### config.mk
export PLATFORM = sky130hd
export DESIGN_NAME = decoder
export DESIGN_NICKNAME = d
export VERILOG_FILES = /design/src/verilog/cpuPkg.sv /design/src/verilog/decoder.sv
export SDC_FILE = /design/constraint.sdc
export NUM_CORES = 1
export LEC_CHECK = 0
export BUFFER_PORTS_ARGS = -buffer_cell sky130_fd_sc_hd__buf_2
export CAP_MARGIN = 20
export CORE_MARGIN = 2
export CORE_UTILIZATION = 43
export DETAILED_ROUTE_END_ITERATION = 6
export GPL_ROUTABILITY_DRIVEN = 0
export PLACE_DENSITY = 0.92
export SYNTH_ARGS = -nofsm -noshare
export SYNTH_HDL_FRONTEND = slang
export SYNTH_SLANG_ARGS = --single-unit
export TNS_END_PERCENT = 10
### constraint.sdc
create_clock -name vclk -period 4.1
set_input_delay 0.82 -clock vclk [all_inputs]
set_output_delay 0.82 -clock vclk [all_outputs]
set_load 0.05 [all_outputs]
### src/verilog/cpuPkg.sv
/* Widths, RV32I encodings and ALU operations for the four-stage core.
   Only the word-sized load and store of the kept subset are encoded here. */
package cpuPkg;

  localparam int xlen = 32;

  typedef logic [xlen-1:0] word;
  typedef logic [4:0]      regId;
  typedef logic [31:0]     instWord;

  // ALU operations where aluEq and aluNe return 1 or 0 for branches
  typedef enum logic [3:0] {
    aluAdd,
    aluSub,
    aluAnd,
    aluOr,
    aluXor,
    aluSlt,
    aluPassB,
    aluEq,
    aluNe
  } aluOp;

  localparam word resetPc = 32'h0000_0000;

  // data memory depth in words and its index width
  localparam int dmemWords = 256;
  localparam int dmemIdxW  = $clog2(dmemWords);

  // major opcodes
  localparam logic [6:0] opOp     = 7'b0110011;
  localparam logic [6:0] opImm    = 7'b0010011;
  localparam logic [6:0] opLui    = 7'b0110111;
  localparam logic [6:0] opLoad   = 7'b0000011;
  localparam logic [6:0] opStore  = 7'b0100011;
  localparam logic [6:0] opBranch = 7'b1100011;
  localparam logic [6:0] opJal    = 7'b1101111;
  localparam logic [6:0] opJalr   = 7'b1100111;
  localparam logic [6:0] opSystem = 7'b1110011;

  // funct3 values
  localparam logic [2:0] f3AddSub = 3'b000;
  localparam logic [2:0] f3Slt    = 3'b010;
  localparam logic [2:0] f3Xor    = 3'b100;
  localparam logic [2:0] f3Or     = 3'b110;
  localparam logic [2:0] f3And    = 3'b111;
  localparam logic [2:0] f3Beq    = 3'b000;
  localparam logic [2:0] f3Bne    = 3'b001;
  localparam logic [2:0] f3Word   = 3'b010;

  // funct7 of plain and alternate (sub) register ops
  localparam logic [6:0] f7Base = 7'b0000000;
  localparam logic [6:0] f7Alt  = 7'b0100000;

  localparam instWord instEbreak = 32'h0010_0073;

endpackage

### src/verilog/decoder.sv
/* Decoder for the kept RV32I subset. Anything outside it, ecall included,
   comes out as illegal plus halt with every write enable cleared. */
module decoder (
  input  cpuPkg::instWord inst,
  output cpuPkg::regId    rd,
  output cpuPkg::regId    rs1,
  output cpuPkg::regId    rs2,
  output cpuPkg::word     imm,
  output cpuPkg::aluOp    aluSel,
  output logic useImm,
  output logic regWen,
  output logic memWen,
  output logic isLoad,
  output logic isBranch,
  output logic isJal,
  output logic isJalr,
  output logic isLink,
  output logic halt,
  output logic illegal
);

  logic [6:0] opcode;
  logic [2:0] funct3;
  logic [6:0] funct7;
  cpuPkg::word immI;
  cpuPkg::word immS;
  cpuPkg::word immB;
  cpuPkg::word immU;
  cpuPkg::word immJ;
  logic bad;

  assign opcode = inst[6:0];
  assign funct3 = inst[14:12];
  assign funct7 = inst[31:25];
  assign rd     = inst[11:7];
  assign rs1    = inst[19:15];
  assign rs2    = inst[24:20];

  assign immI = {{20{inst[31]}}, inst[31:20]};
  assign immS = {{20{inst[31]}}, inst[31:25], inst[11:7]};
  assign immB = {{19{inst[31]}}, inst[31], inst[7], inst[30:25], inst[11:8], 1'b0};
  assign immU = {inst[31:12], 12'b0};
  assign immJ = {{11{inst[31]}}, inst[31], inst[19:12], inst[20], inst[30:21], 1'b0};

  always_comb begin
    imm = '0;
    aluSel = cpuPkg::aluAdd;
    useImm = 1'b0;
    regWen = 1'b0;
    memWen = 1'b0;
    isLoad = 1'b0;
    isBranch = 1'b0;
    isJal = 1'b0;
    isJalr = 1'b0;
    bad = 1'b0;
    unique case (opcode)
      cpuPkg::opOp: begin
        regWen = 1'b1;
        case ({funct7, funct3})
          {cpuPkg::f7Base, cpuPkg::f3AddSub}: aluSel = cpuPkg::aluAdd;
          {cpuPkg::f7Alt, cpuPkg::f3AddSub}:  aluSel = cpuPkg::aluSub;
          {cpuPkg::f7Base, cpuPkg::f3Slt}:    aluSel = cpuPkg::aluSlt;
          {cpuPkg::f7Base, cpuPkg::f3Xor}:    aluSel = cpuPkg::aluXor;
          {cpuPkg::f7Base, cpuPkg::f3Or}:     aluSel = cpuPkg::aluOr;
          {cpuPkg::f7Base, cpuPkg::f3And}:    aluSel = cpuPkg::aluAnd;
          default: bad = 1'b1;
        endcase
      end
      // only addi among the immediate ops
      cpuPkg::opImm: begin
        {useImm, regWen, imm} = {2'b11, immI};
        bad = (funct3 != cpuPkg::f3AddSub);
      end
      cpuPkg::opLui: begin
        {useImm, regWen, imm} = {2'b11, immU};
        aluSel = cpuPkg::aluPassB;
      end
      cpuPkg::opLoad: begin
        {useImm, regWen, isLoad, imm} = {3'b111, immI};
        bad = (funct3 != cpuPkg::f3Word);
      end
      cpuPkg::opStore: begin
        {useImm, memWen, imm} = {2'b11, immS};
        bad = (funct3 != cpuPkg::f3Word);
      end
      cpuPkg::opBranch: begin
        isBranch = 1'b1;
        imm = immB;
        if (funct3 == cpuPkg::f3Beq) aluSel = cpuPkg::aluEq;
        else if (funct3 == cpuPkg::f3Bne) aluSel = cpuPkg::aluNe;
        else bad = 1'b1;
      end
      cpuPkg::opJal: {isJal, regWen, imm} = {2'b11, immJ};
      cpuPkg::opJalr: begin
        {isJalr, useImm, regWen, imm} = {3'b111, immI};
        bad = (funct3 != 3'b000);
      end
      cpuPkg::opSystem: bad = (inst != cpuPkg::instEbreak);
      default: bad = 1'b1;
    endcase
    if (bad) begin
      {regWen, memWen, isLoad, isBranch, isJal, isJalr} = '0;
    end
    // x0 is never written
    if (rd == '0) regWen = 1'b0;
  end

  assign isLink  = isJal | isJalr;
  assign illegal = bad;
  assign halt    = bad | (opcode == cpuPkg::opSystem);

endmodule

==> results.toml <==
[pwr]
ir_worst_vdd_mv = 0.0839
powerDensity_nw_per_um2 = 104
power_mw = 0.140
p_leak_nw = 0.884

[sta]
max_freq_mhz = 296
slew_headroom_pct = 40.5
tns_ns = 0
whs_ns = 1.95
worst_slew_pin_slew_ns = 0.891
finalSetupViolCount = 0
final_hold_viol_count = 0
slew_viol_final = 0
period_share_pct = 82.5
rsz0062_at_grt = "false"
fin_crit_ns = 3.38

[floorplan]
coreArea_um2 = 2230
die_w_um = 53.0
dieArea_um2 = 2810
start_util_pct = 46.3
ios = 93
rows = 17
die_y_um = 53.0

[final_layout]
seqCellArea_um2 = 0
multi_input_area_um2 = 826
instances_no_fill = 241
nClkBuffers = 0
nFlopsAndLatches = 0
nFillCells = 215
num_antenna_cells = 0
nets = 247
area_delta_synth_final_pct = 29.8
drive_gt1_share_pct = 48.4
final_util_pct = 60.1

[synthesis]
yosys.area.top_type = "a21o_1"
synth.area.top_cells = "a21o_1 14%, buf_4 12%, and2_1 6.1%"
synth.yosys.seq_area_share_pct = 0
synth_top_area_share_pct = 13.8
avgSynthCellArea_um2 = 6.94
ys_types = 47
yosysMostFrequentCell = "a21o_1"
ys_warn_count = 0
syn_inst = 149
synth_top_cells_by_count = "19 x a21o_1, 16 x buf_4, 10 x and2_1"
netlist_area_um2 = 1030
synth_nets = 181

[setup_path]
cp_top_family = "simple AND/OR/NAND/NOR gates"
crit_path_max_incr_delay_ns = 0.52
path_class = "input port to output pin"
cp.required_ns = 3.28
crit_chain = "buf_2 > and3b_1 > and3_1 > nand2b_1 > a21o_1 > buf_2"
path_buf_inv = 2
cp_common_cell = "buf_2"
critPathSlowestCell = "and3_1"
crit_fanout = 14
worstPathArrival_ns = 2.56
worstSetupStartpointType = "input port"
end_kind = "output pin"

[hold_path]
hp-class = "input port to output pin"

[placement]
port_buffers = 93
dpl.hpwl_mm = 2.75
dp_cells = 241

[routing]
ant_nets = 0
firstDrtPassIters = 4
viasPerCell = 5.69
num_vias = 1372
wirelength_mm = 3.37
wl_per_cell_um = 14.0
drc = 0
dr.first_iter.drc_count = 45

[grt]
grt_first_pass_wirelength_mm = 4.96
overflow = 0
grt_max_degree = 15
grt_use_total_pct = 22.5
grt_pass1_vias = 1149
antenna_found_initial = 0

[cts]
postCtsSetupRepairBufs = 0
cts_resized = 0
postCtsHoldBufs = 0

[job]
drv.max_cap_violation_count = 0

[run_status]
run_status = "finished clean"
## per-stage QoR
step / instance area (um2) / worst slack [ns]
2_1_floorplan: 1040 / 0.0279
3_3_place_gp: 1340 / 0.785
3_5_place_dp: 1340 / 0.753
4_1_cts: 1340 / 0.748
5_1_grt: 1340 / 0.583
6_report: 1340 / 0.718
## report_power, final
group / leakage (nW) / switching (mW) / internal (mW)
clock: 0 / 0 / 0
sequential: 0 / 0 / 0
combinational: 0.884 / 0.101 / 0.0390
total: 0.884 / 0.101 / 0.0390
## per-layer routing
metal  up-vias  global-route usage (%)  part of all wire (%)
met4         0                    3.85                   1.0
met1       622                    27.9                    39
met3         4                    2.54                   8.9
met2        82                    41.7                    51
li1        664                       -                     -
met5         -                       0                     0
## logic make-up (layout without fill, tap and decap cells)
logic type / count (synthesis) / in the layout / share of synthesized area, %
AOI/OAI and AO/OA: 49 / 49 / 38.5
and+or+nand+nor: 65 / 65 / 38.9
muxes: 1 / 1 / 1.09
buffers and inverters: 33 / 97 / 20.7
xor gates and xnor gates: 1 / 1 / 0.848
## cell type report
type	instances	share of cell area (%)
inverter	4	1.12
multi-input combinational	116	61.6
tap	28	2.61
timing repair buffer	93	34.7
## cell usage in the layout (no fill, tap or decap), drive strengths merged, types with 3 or more instances in the layout
master / instances
o21ai: 4
nor4: 5
o21a: 5
nor4b: 3
inv: 4
nor3: 9
buf: 93
a21oi: 5
nand2: 9
a21o: 19
and2: 10
a22o: 4
nor2: 8
## final timing paths
kind	startpoint	to	slack (ns)	cells past startpoint
max	inst[3]	imm[13]	0.72	6
min	inst[19]	rs1[4]	1.95	2
Note: power is estimated with default switching activity, not from simulation.
