--- src/verilog/cpuPkg.sv ---
/* Widths, RV32I encodings and ALU operations for the four-stage core.
   Only the word-sized load and store of the kept subset are encoded here. */
package cpuPkg;

  localparam int xlen = 32;

  typedef logic [xlen-1:0] word;
  typedef logic [4:0]      regId;
  typedef logic [31:0]     instWord;

  // ALU operations where aluEq and aluNe return 1 or 0 for branches
  typedef enum logic [3:0] {
    aluAdd,
    aluSub,
    aluAnd,
    aluOr,
    aluXor,
    aluSlt,
    aluPassB,
    aluEq,
    aluNe
  } aluOp;

  localparam word resetPc = 32'h0000_0000;

  // data memory depth in words and its index width
  localparam int dmemWords = 256;
  localparam int dmemIdxW  = $clog2(dmemWords);

  // major opcodes
  localparam logic [6:0] opOp     = 7'b0110011;
  localparam logic [6:0] opImm    = 7'b0010011;
  localparam logic [6:0] opLui    = 7'b0110111;
  localparam logic [6:0] opLoad   = 7'b0000011;
  localparam logic [6:0] opStore  = 7'b0100011;
  localparam logic [6:0] opBranch = 7'b1100011;
  localparam logic [6:0] opJal    = 7'b1101111;
  localparam logic [6:0] opJalr   = 7'b1100111;
  localparam logic [6:0] opSystem = 7'b1110011;

  // funct3 values
  localparam logic [2:0] f3AddSub = 3'b000;
  localparam logic [2:0] f3Slt    = 3'b010;
  localparam logic [2:0] f3Xor    = 3'b100;
  localparam logic [2:0] f3Or     = 3'b110;
  localparam logic [2:0] f3And    = 3'b111;
  localparam logic [2:0] f3Beq    = 3'b000;
  localparam logic [2:0] f3Bne    = 3'b001;
  localparam logic [2:0] f3Word   = 3'b010;

  // funct7 of plain and alternate (sub) register ops
  localparam logic [6:0] f7Base = 7'b0000000;
  localparam logic [6:0] f7Alt  = 7'b0100000;

  localparam instWord instEbreak = 32'h0010_0073;

endpackage

--- src/verilog/pipeBus.sv ---
/* Execute result and writeback buses. Both carry plain levels with no
   handshake; the writeback enables are already gated by the stage valid. */
interface exResultIf;
  logic valid;
  cpuPkg::regId rd;
  logic regWen;
  logic memWen;
  logic isLoad;
  logic isLink;
  logic halt;
  logic illegal;
  cpuPkg::word aluResult;
  cpuPkg::word storeData;
  cpuPkg::word linkAddr;
  cpuPkg::word pc;

  modport producer (output valid, rd, regWen, memWen, isLoad, isLink, halt, illegal,
                    aluResult, storeData, linkAddr, pc);
  modport consumer (input valid, rd, regWen, memWen, isLoad, isLink, halt, illegal,
                    aluResult, storeData, linkAddr, pc);
endinterface

interface writebackIf;
  logic retire;
  logic regWen;
  cpuPkg::regId rd;
  cpuPkg::word wdata;
  cpuPkg::word pc;
  logic halt;
  logic illegal;

  modport source (output retire, regWen, rd, wdata, pc, halt, illegal);
  modport sink (input retire, regWen, rd, wdata, pc, halt, illegal);
endinterface

--- src/verilog/executeUnit.sv ---
/* Execute stage, purely combinational. Only the memory stage is forwarded;
   the stage two ahead reaches decode through the register file. */
module executeUnit (
  input  logic valid,
  input  cpuPkg::word  pc,
  input  cpuPkg::word  imm,
  input  cpuPkg::word  rdata1,
  input  cpuPkg::word  rdata2,
  input  cpuPkg::regId rs1,
  input  cpuPkg::regId rs2,
  input  cpuPkg::regId rd,
  input  cpuPkg::aluOp aluSel,
  input  logic useImm,
  input  logic regWen,
  input  logic memWen,
  input  logic isLoad,
  input  logic isBranch,
  input  logic isJal,
  input  logic isJalr,
  input  logic isLink,
  input  logic halt,
  input  logic illegal,
  writebackIf.sink   wb,
  exResultIf.producer res,
  output logic redirect,
  output cpuPkg::word target
);

  cpuPkg::word opA;
  cpuPkg::word opB;
  cpuPkg::word aluB;
  cpuPkg::word aluResult;
  logic taken;

  function automatic cpuPkg::word forward(cpuPkg::regId idx, cpuPkg::word regVal);
    return (wb.regWen && wb.rd == idx) ? wb.wdata : regVal;
  endfunction

  always_comb begin
    opA = forward(rs1, rdata1);
    opB = forward(rs2, rdata2);
  end

  assign aluB = useImm ? imm : opB;

  always_comb begin
    unique case (aluSel)
      cpuPkg::aluAdd:   aluResult = opA + aluB;
      cpuPkg::aluSub:   aluResult = opA - aluB;
      cpuPkg::aluAnd:   aluResult = opA & aluB;
      cpuPkg::aluOr:    aluResult = opA | aluB;
      cpuPkg::aluXor:   aluResult = opA ^ aluB;
      cpuPkg::aluSlt:   aluResult = {31'b0, $signed(opA) < $signed(aluB)};
      cpuPkg::aluPassB: aluResult = aluB;
      cpuPkg::aluEq:    aluResult = {31'b0, opA == aluB};
      cpuPkg::aluNe:    aluResult = {31'b0, opA != aluB};
      default:          aluResult = '0;
    endcase
  end

  // jalr target drops bit 0 of the sum
  assign taken    = isBranch & aluResult[0];
  assign target   = isJalr ? {aluResult[31:1], 1'b0} : pc + imm;
  assign redirect = valid & (isJal | isJalr | taken);

  assign res.valid     = valid;
  assign res.rd        = rd;
  assign res.regWen    = valid & regWen;
  assign res.memWen    = valid & memWen;
  assign res.isLoad    = isLoad;
  assign res.isLink    = isLink;
  assign res.halt      = valid & halt;
  assign res.illegal   = valid & illegal;
  assign res.aluResult = aluResult;
  assign res.storeData = opB;
  assign res.linkAddr  = pc + 32'd4;
  assign res.pc        = pc;

endmodule

--- src/flat_wrapper.sv ---
// flat-port wrapper written by rule: the top's interface ports become plain ports
module executeUnit_flat 
  (valid, pc, imm, rdata1, rdata2, rs1, rs2, rd, aluSel, useImm, regWen, memWen, isLoad, isBranch, isJal, isJalr, isLink, halt, illegal, redirect, target, wb_retire, wb_regWen, wb_rd, wb_wdata, wb_pc, wb_halt, wb_illegal, res_valid, res_rd, res_regWen, res_memWen, res_isLoad, res_isLink, res_halt, res_illegal, res_aluResult, res_storeData, res_linkAddr, res_pc);
  writebackIf wb_i ();
  exResultIf res_i ();
  input  logic valid;
  input  cpuPkg::word pc;
  input  cpuPkg::word imm;
  input  cpuPkg::word rdata1;
  input  cpuPkg::word rdata2;
  input  cpuPkg::regId rs1;
  input  cpuPkg::regId rs2;
  input  cpuPkg::regId rd;
  input  cpuPkg::aluOp aluSel;
  input  logic useImm;
  input  logic regWen;
  input  logic memWen;
  input  logic isLoad;
  input  logic isBranch;
  input  logic isJal;
  input  logic isJalr;
  input  logic isLink;
  input  logic halt;
  input  logic illegal;
  output logic redirect;
  output cpuPkg::word target;
  input wire logic [$bits(wb_i.retire)-1:0] wb_retire;
  input wire logic [$bits(wb_i.regWen)-1:0] wb_regWen;
  input wire logic [$bits(wb_i.rd)-1:0] wb_rd;
  input wire logic [$bits(wb_i.wdata)-1:0] wb_wdata;
  input wire logic [$bits(wb_i.pc)-1:0] wb_pc;
  input wire logic [$bits(wb_i.halt)-1:0] wb_halt;
  input wire logic [$bits(wb_i.illegal)-1:0] wb_illegal;
  output wire logic [$bits(res_i.valid)-1:0] res_valid;
  output wire logic [$bits(res_i.rd)-1:0] res_rd;
  output wire logic [$bits(res_i.regWen)-1:0] res_regWen;
  output wire logic [$bits(res_i.memWen)-1:0] res_memWen;
  output wire logic [$bits(res_i.isLoad)-1:0] res_isLoad;
  output wire logic [$bits(res_i.isLink)-1:0] res_isLink;
  output wire logic [$bits(res_i.halt)-1:0] res_halt;
  output wire logic [$bits(res_i.illegal)-1:0] res_illegal;
  output wire logic [$bits(res_i.aluResult)-1:0] res_aluResult;
  output wire logic [$bits(res_i.storeData)-1:0] res_storeData;
  output wire logic [$bits(res_i.linkAddr)-1:0] res_linkAddr;
  output wire logic [$bits(res_i.pc)-1:0] res_pc;
  assign wb_i.retire = wb_retire;
  assign wb_i.regWen = wb_regWen;
  assign wb_i.rd = wb_rd;
  assign wb_i.wdata = wb_wdata;
  assign wb_i.pc = wb_pc;
  assign wb_i.halt = wb_halt;
  assign wb_i.illegal = wb_illegal;
  assign res_valid = res_i.valid;
  assign res_rd = res_i.rd;
  assign res_regWen = res_i.regWen;
  assign res_memWen = res_i.memWen;
  assign res_isLoad = res_i.isLoad;
  assign res_isLink = res_i.isLink;
  assign res_halt = res_i.halt;
  assign res_illegal = res_i.illegal;
  assign res_aluResult = res_i.aluResult;
  assign res_storeData = res_i.storeData;
  assign res_linkAddr = res_i.linkAddr;
  assign res_pc = res_i.pc;
  executeUnit u_core (.valid(valid), .pc(pc), .imm(imm), .rdata1(rdata1), .rdata2(rdata2), .rs1(rs1), .rs2(rs2), .rd(rd), .aluSel(aluSel), .useImm(useImm), .regWen(regWen), .memWen(memWen), .isLoad(isLoad), .isBranch(isBranch), .isJal(isJal), .isJalr(isJalr), .isLink(isLink), .halt(halt), .illegal(illegal), .wb(wb_i), .res(res_i), .redirect(redirect), .target(target));
endmodule
--- config.mk ---
export PLATFORM = sky130hd
export DESIGN_NAME = executeUnit_flat
export DESIGN_NICKNAME = d
export VERILOG_FILES = /design/src/verilog/cpuPkg.sv /design/src/verilog/pipeBus.sv /design/src/verilog/executeUnit.sv /design/src/flat_wrapper.sv
export SDC_FILE = /design/constraint.sdc
export NUM_CORES = 1
export LEC_CHECK = 0
export ABC_AREA = 1
export BUFFER_PORTS_ARGS = -buffer_cell sky130_fd_sc_hd__buf_2
export CORE_MARGIN = 2
export CORE_UTILIZATION = 25
export DETAILED_ROUTE_END_ITERATION = 7
export GPL_ROUTABILITY_DRIVEN = 0
export PLACE_DENSITY_LB_ADDON = 0.05
export SLEW_MARGIN = 15
export SYNTH_ARGS = -nofsm -noshare
export SYNTH_HDL_FRONTEND = slang
export SYNTH_SLANG_ARGS = --single-unit
--- constraint.sdc ---
create_clock -name vclk -period 7.08
set_clock_uncertainty 0.2 [all_clocks]
set_input_delay 0.354 -clock vclk [all_inputs]
set_output_delay 0.354 -clock vclk [all_outputs]
set_load 0.02 [all_outputs]
==> parameters.txt <==
Parameter                              Value

Pwr
  Net switching power figure    919 uW
  Internal    392 uW
  Pleak    7.72 nW
  Pwr dens    98.9 mW/mm^2
  Clock network fraction of total power    0%
  Peak supply drop    35.1 uV
  Switching power as a share of total power    70.1%
  Power share of the combinational group    100.0%
  Sequential power share    0%

Route
  Vias per cell    4.96
  Routed length per instance    20.2 um
  Count of nets left with antenna violations after detail routing    0
  Aggregate routed wire length    60400 um
  Pre-antenna DRT Iters    6
  Number of vias after detailed routing    14800
  First DRT Iteration DRCs    1167
  DRC violations left    0

STA
  Slew at the pin closest to its max-slew limit    1150 ps
  Share of the cycle needed by the critical path after routing    79.0%
  Peak Freq    179 MHz
  Total of endpoints with negative setup slack in the final report    0
  Hold slack final    508 ps
  Total count of max-transition violations in the final report    0
  Total negative slack    0 ps
  Crit path setup slack, layout    1490 ps
  Worst slew margin relative to its limit    22.9%
  Setup repair after global routing missed its margin    false
  Count of endpoints failing hold in the final timing report    0
  Shortest period the worst path allows    5590 ps

Synthesis
  Fraction of synthesized cell area taken by the top area cell type    19.8%
  Avg Inst Size Synth    5.28 um^2
  Proportion of synthesized chip area in sequential cells    0%
  Synth Cell Area    0.0113 mm^2
  Cell accounting for the most synthesized area    nand2_1
  Yosys cell types    53
  Net count after synthesis    2494
  Number of synthesis warnings    0
  Instance count of the mapped netlist    2132
  Top post-synthesis cells by area    nand2_1 (20%), ha_1 (14%), inv_1 (12%)

Final layout
  Sequential cell area    0 um^2
  Final standard cell count with taps included and fillers excluded    2989
  Leading cell type in the layout, fill and taps excluded    nand2_1
  Filler cell count in the final layout    5343
  Commonest cells after routing, fill and taps aside    nand2_1 (595), buf_2 (355), inv_1 (349)
  Final-layout clock buffer total    0
  Layout sequential cell count    0
  Synthesis-to-layout area growth    17.8%
  Number of nets in the layout    2760
  Share of post-route cells with drive strength above 1    20.5%

Placement
  DPL Wire Length    53400 um
  Worst slack, placed    1520 ps
  Buffers on Ports    355
  Placed Cells incl. Taps    2988

Worst setup path
  Peak fanout along the critical path    41
  Cell at the slowest stage of the critical path    nand3_4
  Stage delay of the slowest cell on the critical path    540 ps
  Critical Path Source Type    primary input
  Dominant cell type by count on the critical path    nand2_1
  Element type at the critical path end    output port
  Data arrival time at the worst-slack endpoint    5040 ps
  Worst EP required    6530 ps
  Cell chain of the critical path    buf_2, inv_1, nand2_1, nand2_1, nor2_2, nand3_4, buf_4, buf_4, nand2_2, o211ai_2, nand2_1, inv_1, ha_1, a21oi_1, o21ai_0, inv_1, nand2_1, a21oi_1, nand3_1, nand3_1, nand3_1, nand2_1, nand2_1, buf_2
  Crit path kind    primary input to output port

Floorplan
  Floorplan Core Area    0.0443 mm^2
  X dimension of the die    216 um
  Top-level I/O count    404
  Row count    77
  Initial Utilization    25.4%
  Die Footprint    0.0467 mm^2
  Height of the die    216 um

Min path
  Hold/Removal Path Class    primary input to output port

GRT
  Total Routing Usage GR    24.7%
  Antenna violations before repair    2
  Most crowded layer after global routing    met2
  Grt ovf    0
  First-pass GRT wire length    88100 um
  Number of global-route vias before repair    14500
  Global-route met3 utilization    1.81%
  Met1 demand-to-capacity share in global routing    34.3%
  Global-route track usage on met2    42.3%
  Maximum number of pins on one net before global-route repair    42

Clocking
  PostCTS Resize Cnt    0
  CTS Hold Bufs    0
  Setup repair bufs after CTS    0

Outcome
  Run status    completed

Job
  Maxcap violations    0
area by class of cell:
type | instances | area (um^2) | area share (%)
tap | 592 | 741 | 5.59
inverter | 363 | 1360 | 10.3
timing repair buffer | 367 | 1870 | 14.1
multi-input combinational | 1666 | 9280 | 70.0
antenna | 1 | 2.50 | 0.0189
through the flow:
| step | area, um^2 | utilization, % | power [mW] |
|---|---|---|---|
| 2_1_floorplan | 11300 | - | 0.845 |
| 3_3_place_gp | 13300 | 29.9 | 1.30 |
| 3_5_place_dp | 13300 | 29.9 | 1.30 |
| 4_1_cts | 13300 | 29.9 | 1.30 |
| 5_1_grt | 13300 | 29.9 | 1.44 |
| 6_report | 13300 | 29.9 | 1.31 |
Yosys cell counts (2+ instances only):
master,n
inv_2,5
a21o_1,3
nor3_2,2
nor2_1,167
nor2_2,6
a31oi_1,5
or2_1,4
and2_1,2
nand2_1,595
clkinv_1,8
o211ai_2,17
o21ai_1,6
o22ai_1,16
ha_1,128
clkbuf_1,33
o21bai_1,14
nand3_2,20
o21a_1,12
inv_1,350
and3_1,2
nor3_1,31
nor3b_1,3
buf_1,2
nand3_1,176
nor4_1,2
nand4_1,41
o21ai_2,16
or2_2,24
o21ai_0,136
buf_4,43
nand4_2,3
xor2_1,36
xnor2_1,15
a21oi_1,129
buf_2,18
o211ai_1,3
fa_1,3
nand2_2,22
a221oi_1,15
buf_6,6
cell families (layout without fill, tap and decap cells):
group                      Yosys count  after routing  share of synthesized area (%)
and+or+nand+nor                   1106           1106                           43.5
buffers and inverters              466            730                           17.6
xor gates and xnor gates            51             51                           3.97
adders and majority gates          131            131                           14.8
other                                0              1                              0
AOI/OAI and AO/OA                  378            378                           20.2
path summary, 6_finish.rpt:
check / depth (start not counted) / from / slack, ps / endpoint
max: 24 / wb_rd[2] / 1490 / target[27]
min: 0 / isLink / 510 / res_isLink
routing by layer:
metal / share of wire [%] / routed length [um]
met1: 46 / 28000
met5: 0.025 / 15
met3: 5.2 / 3150
met2: 46 / 27900
met4: 2.1 / 1250
worst max-delay path, delay by kind of cell:
family / cells / cell delay (ps)
AND/OR/NAND/NOR: 12 / 2100
AO/OA/AOI/OAI: 4 / 980
adder cells (fa/ha/maj): 1 / 450
buffers and inverters: 7 / 1100
power by group through the flow:
stage	clock (mW)	sequential [mW]	combinational, mW
CTS	0	0	1.30
floorplan	0	0	0.845
detailed placement	0	0	1.30
finish	0.0000000189	0	1.31
global placement	0	0	1.30
global route	0.0000000189	0	1.44
Power figures use the tool's default switching activity.
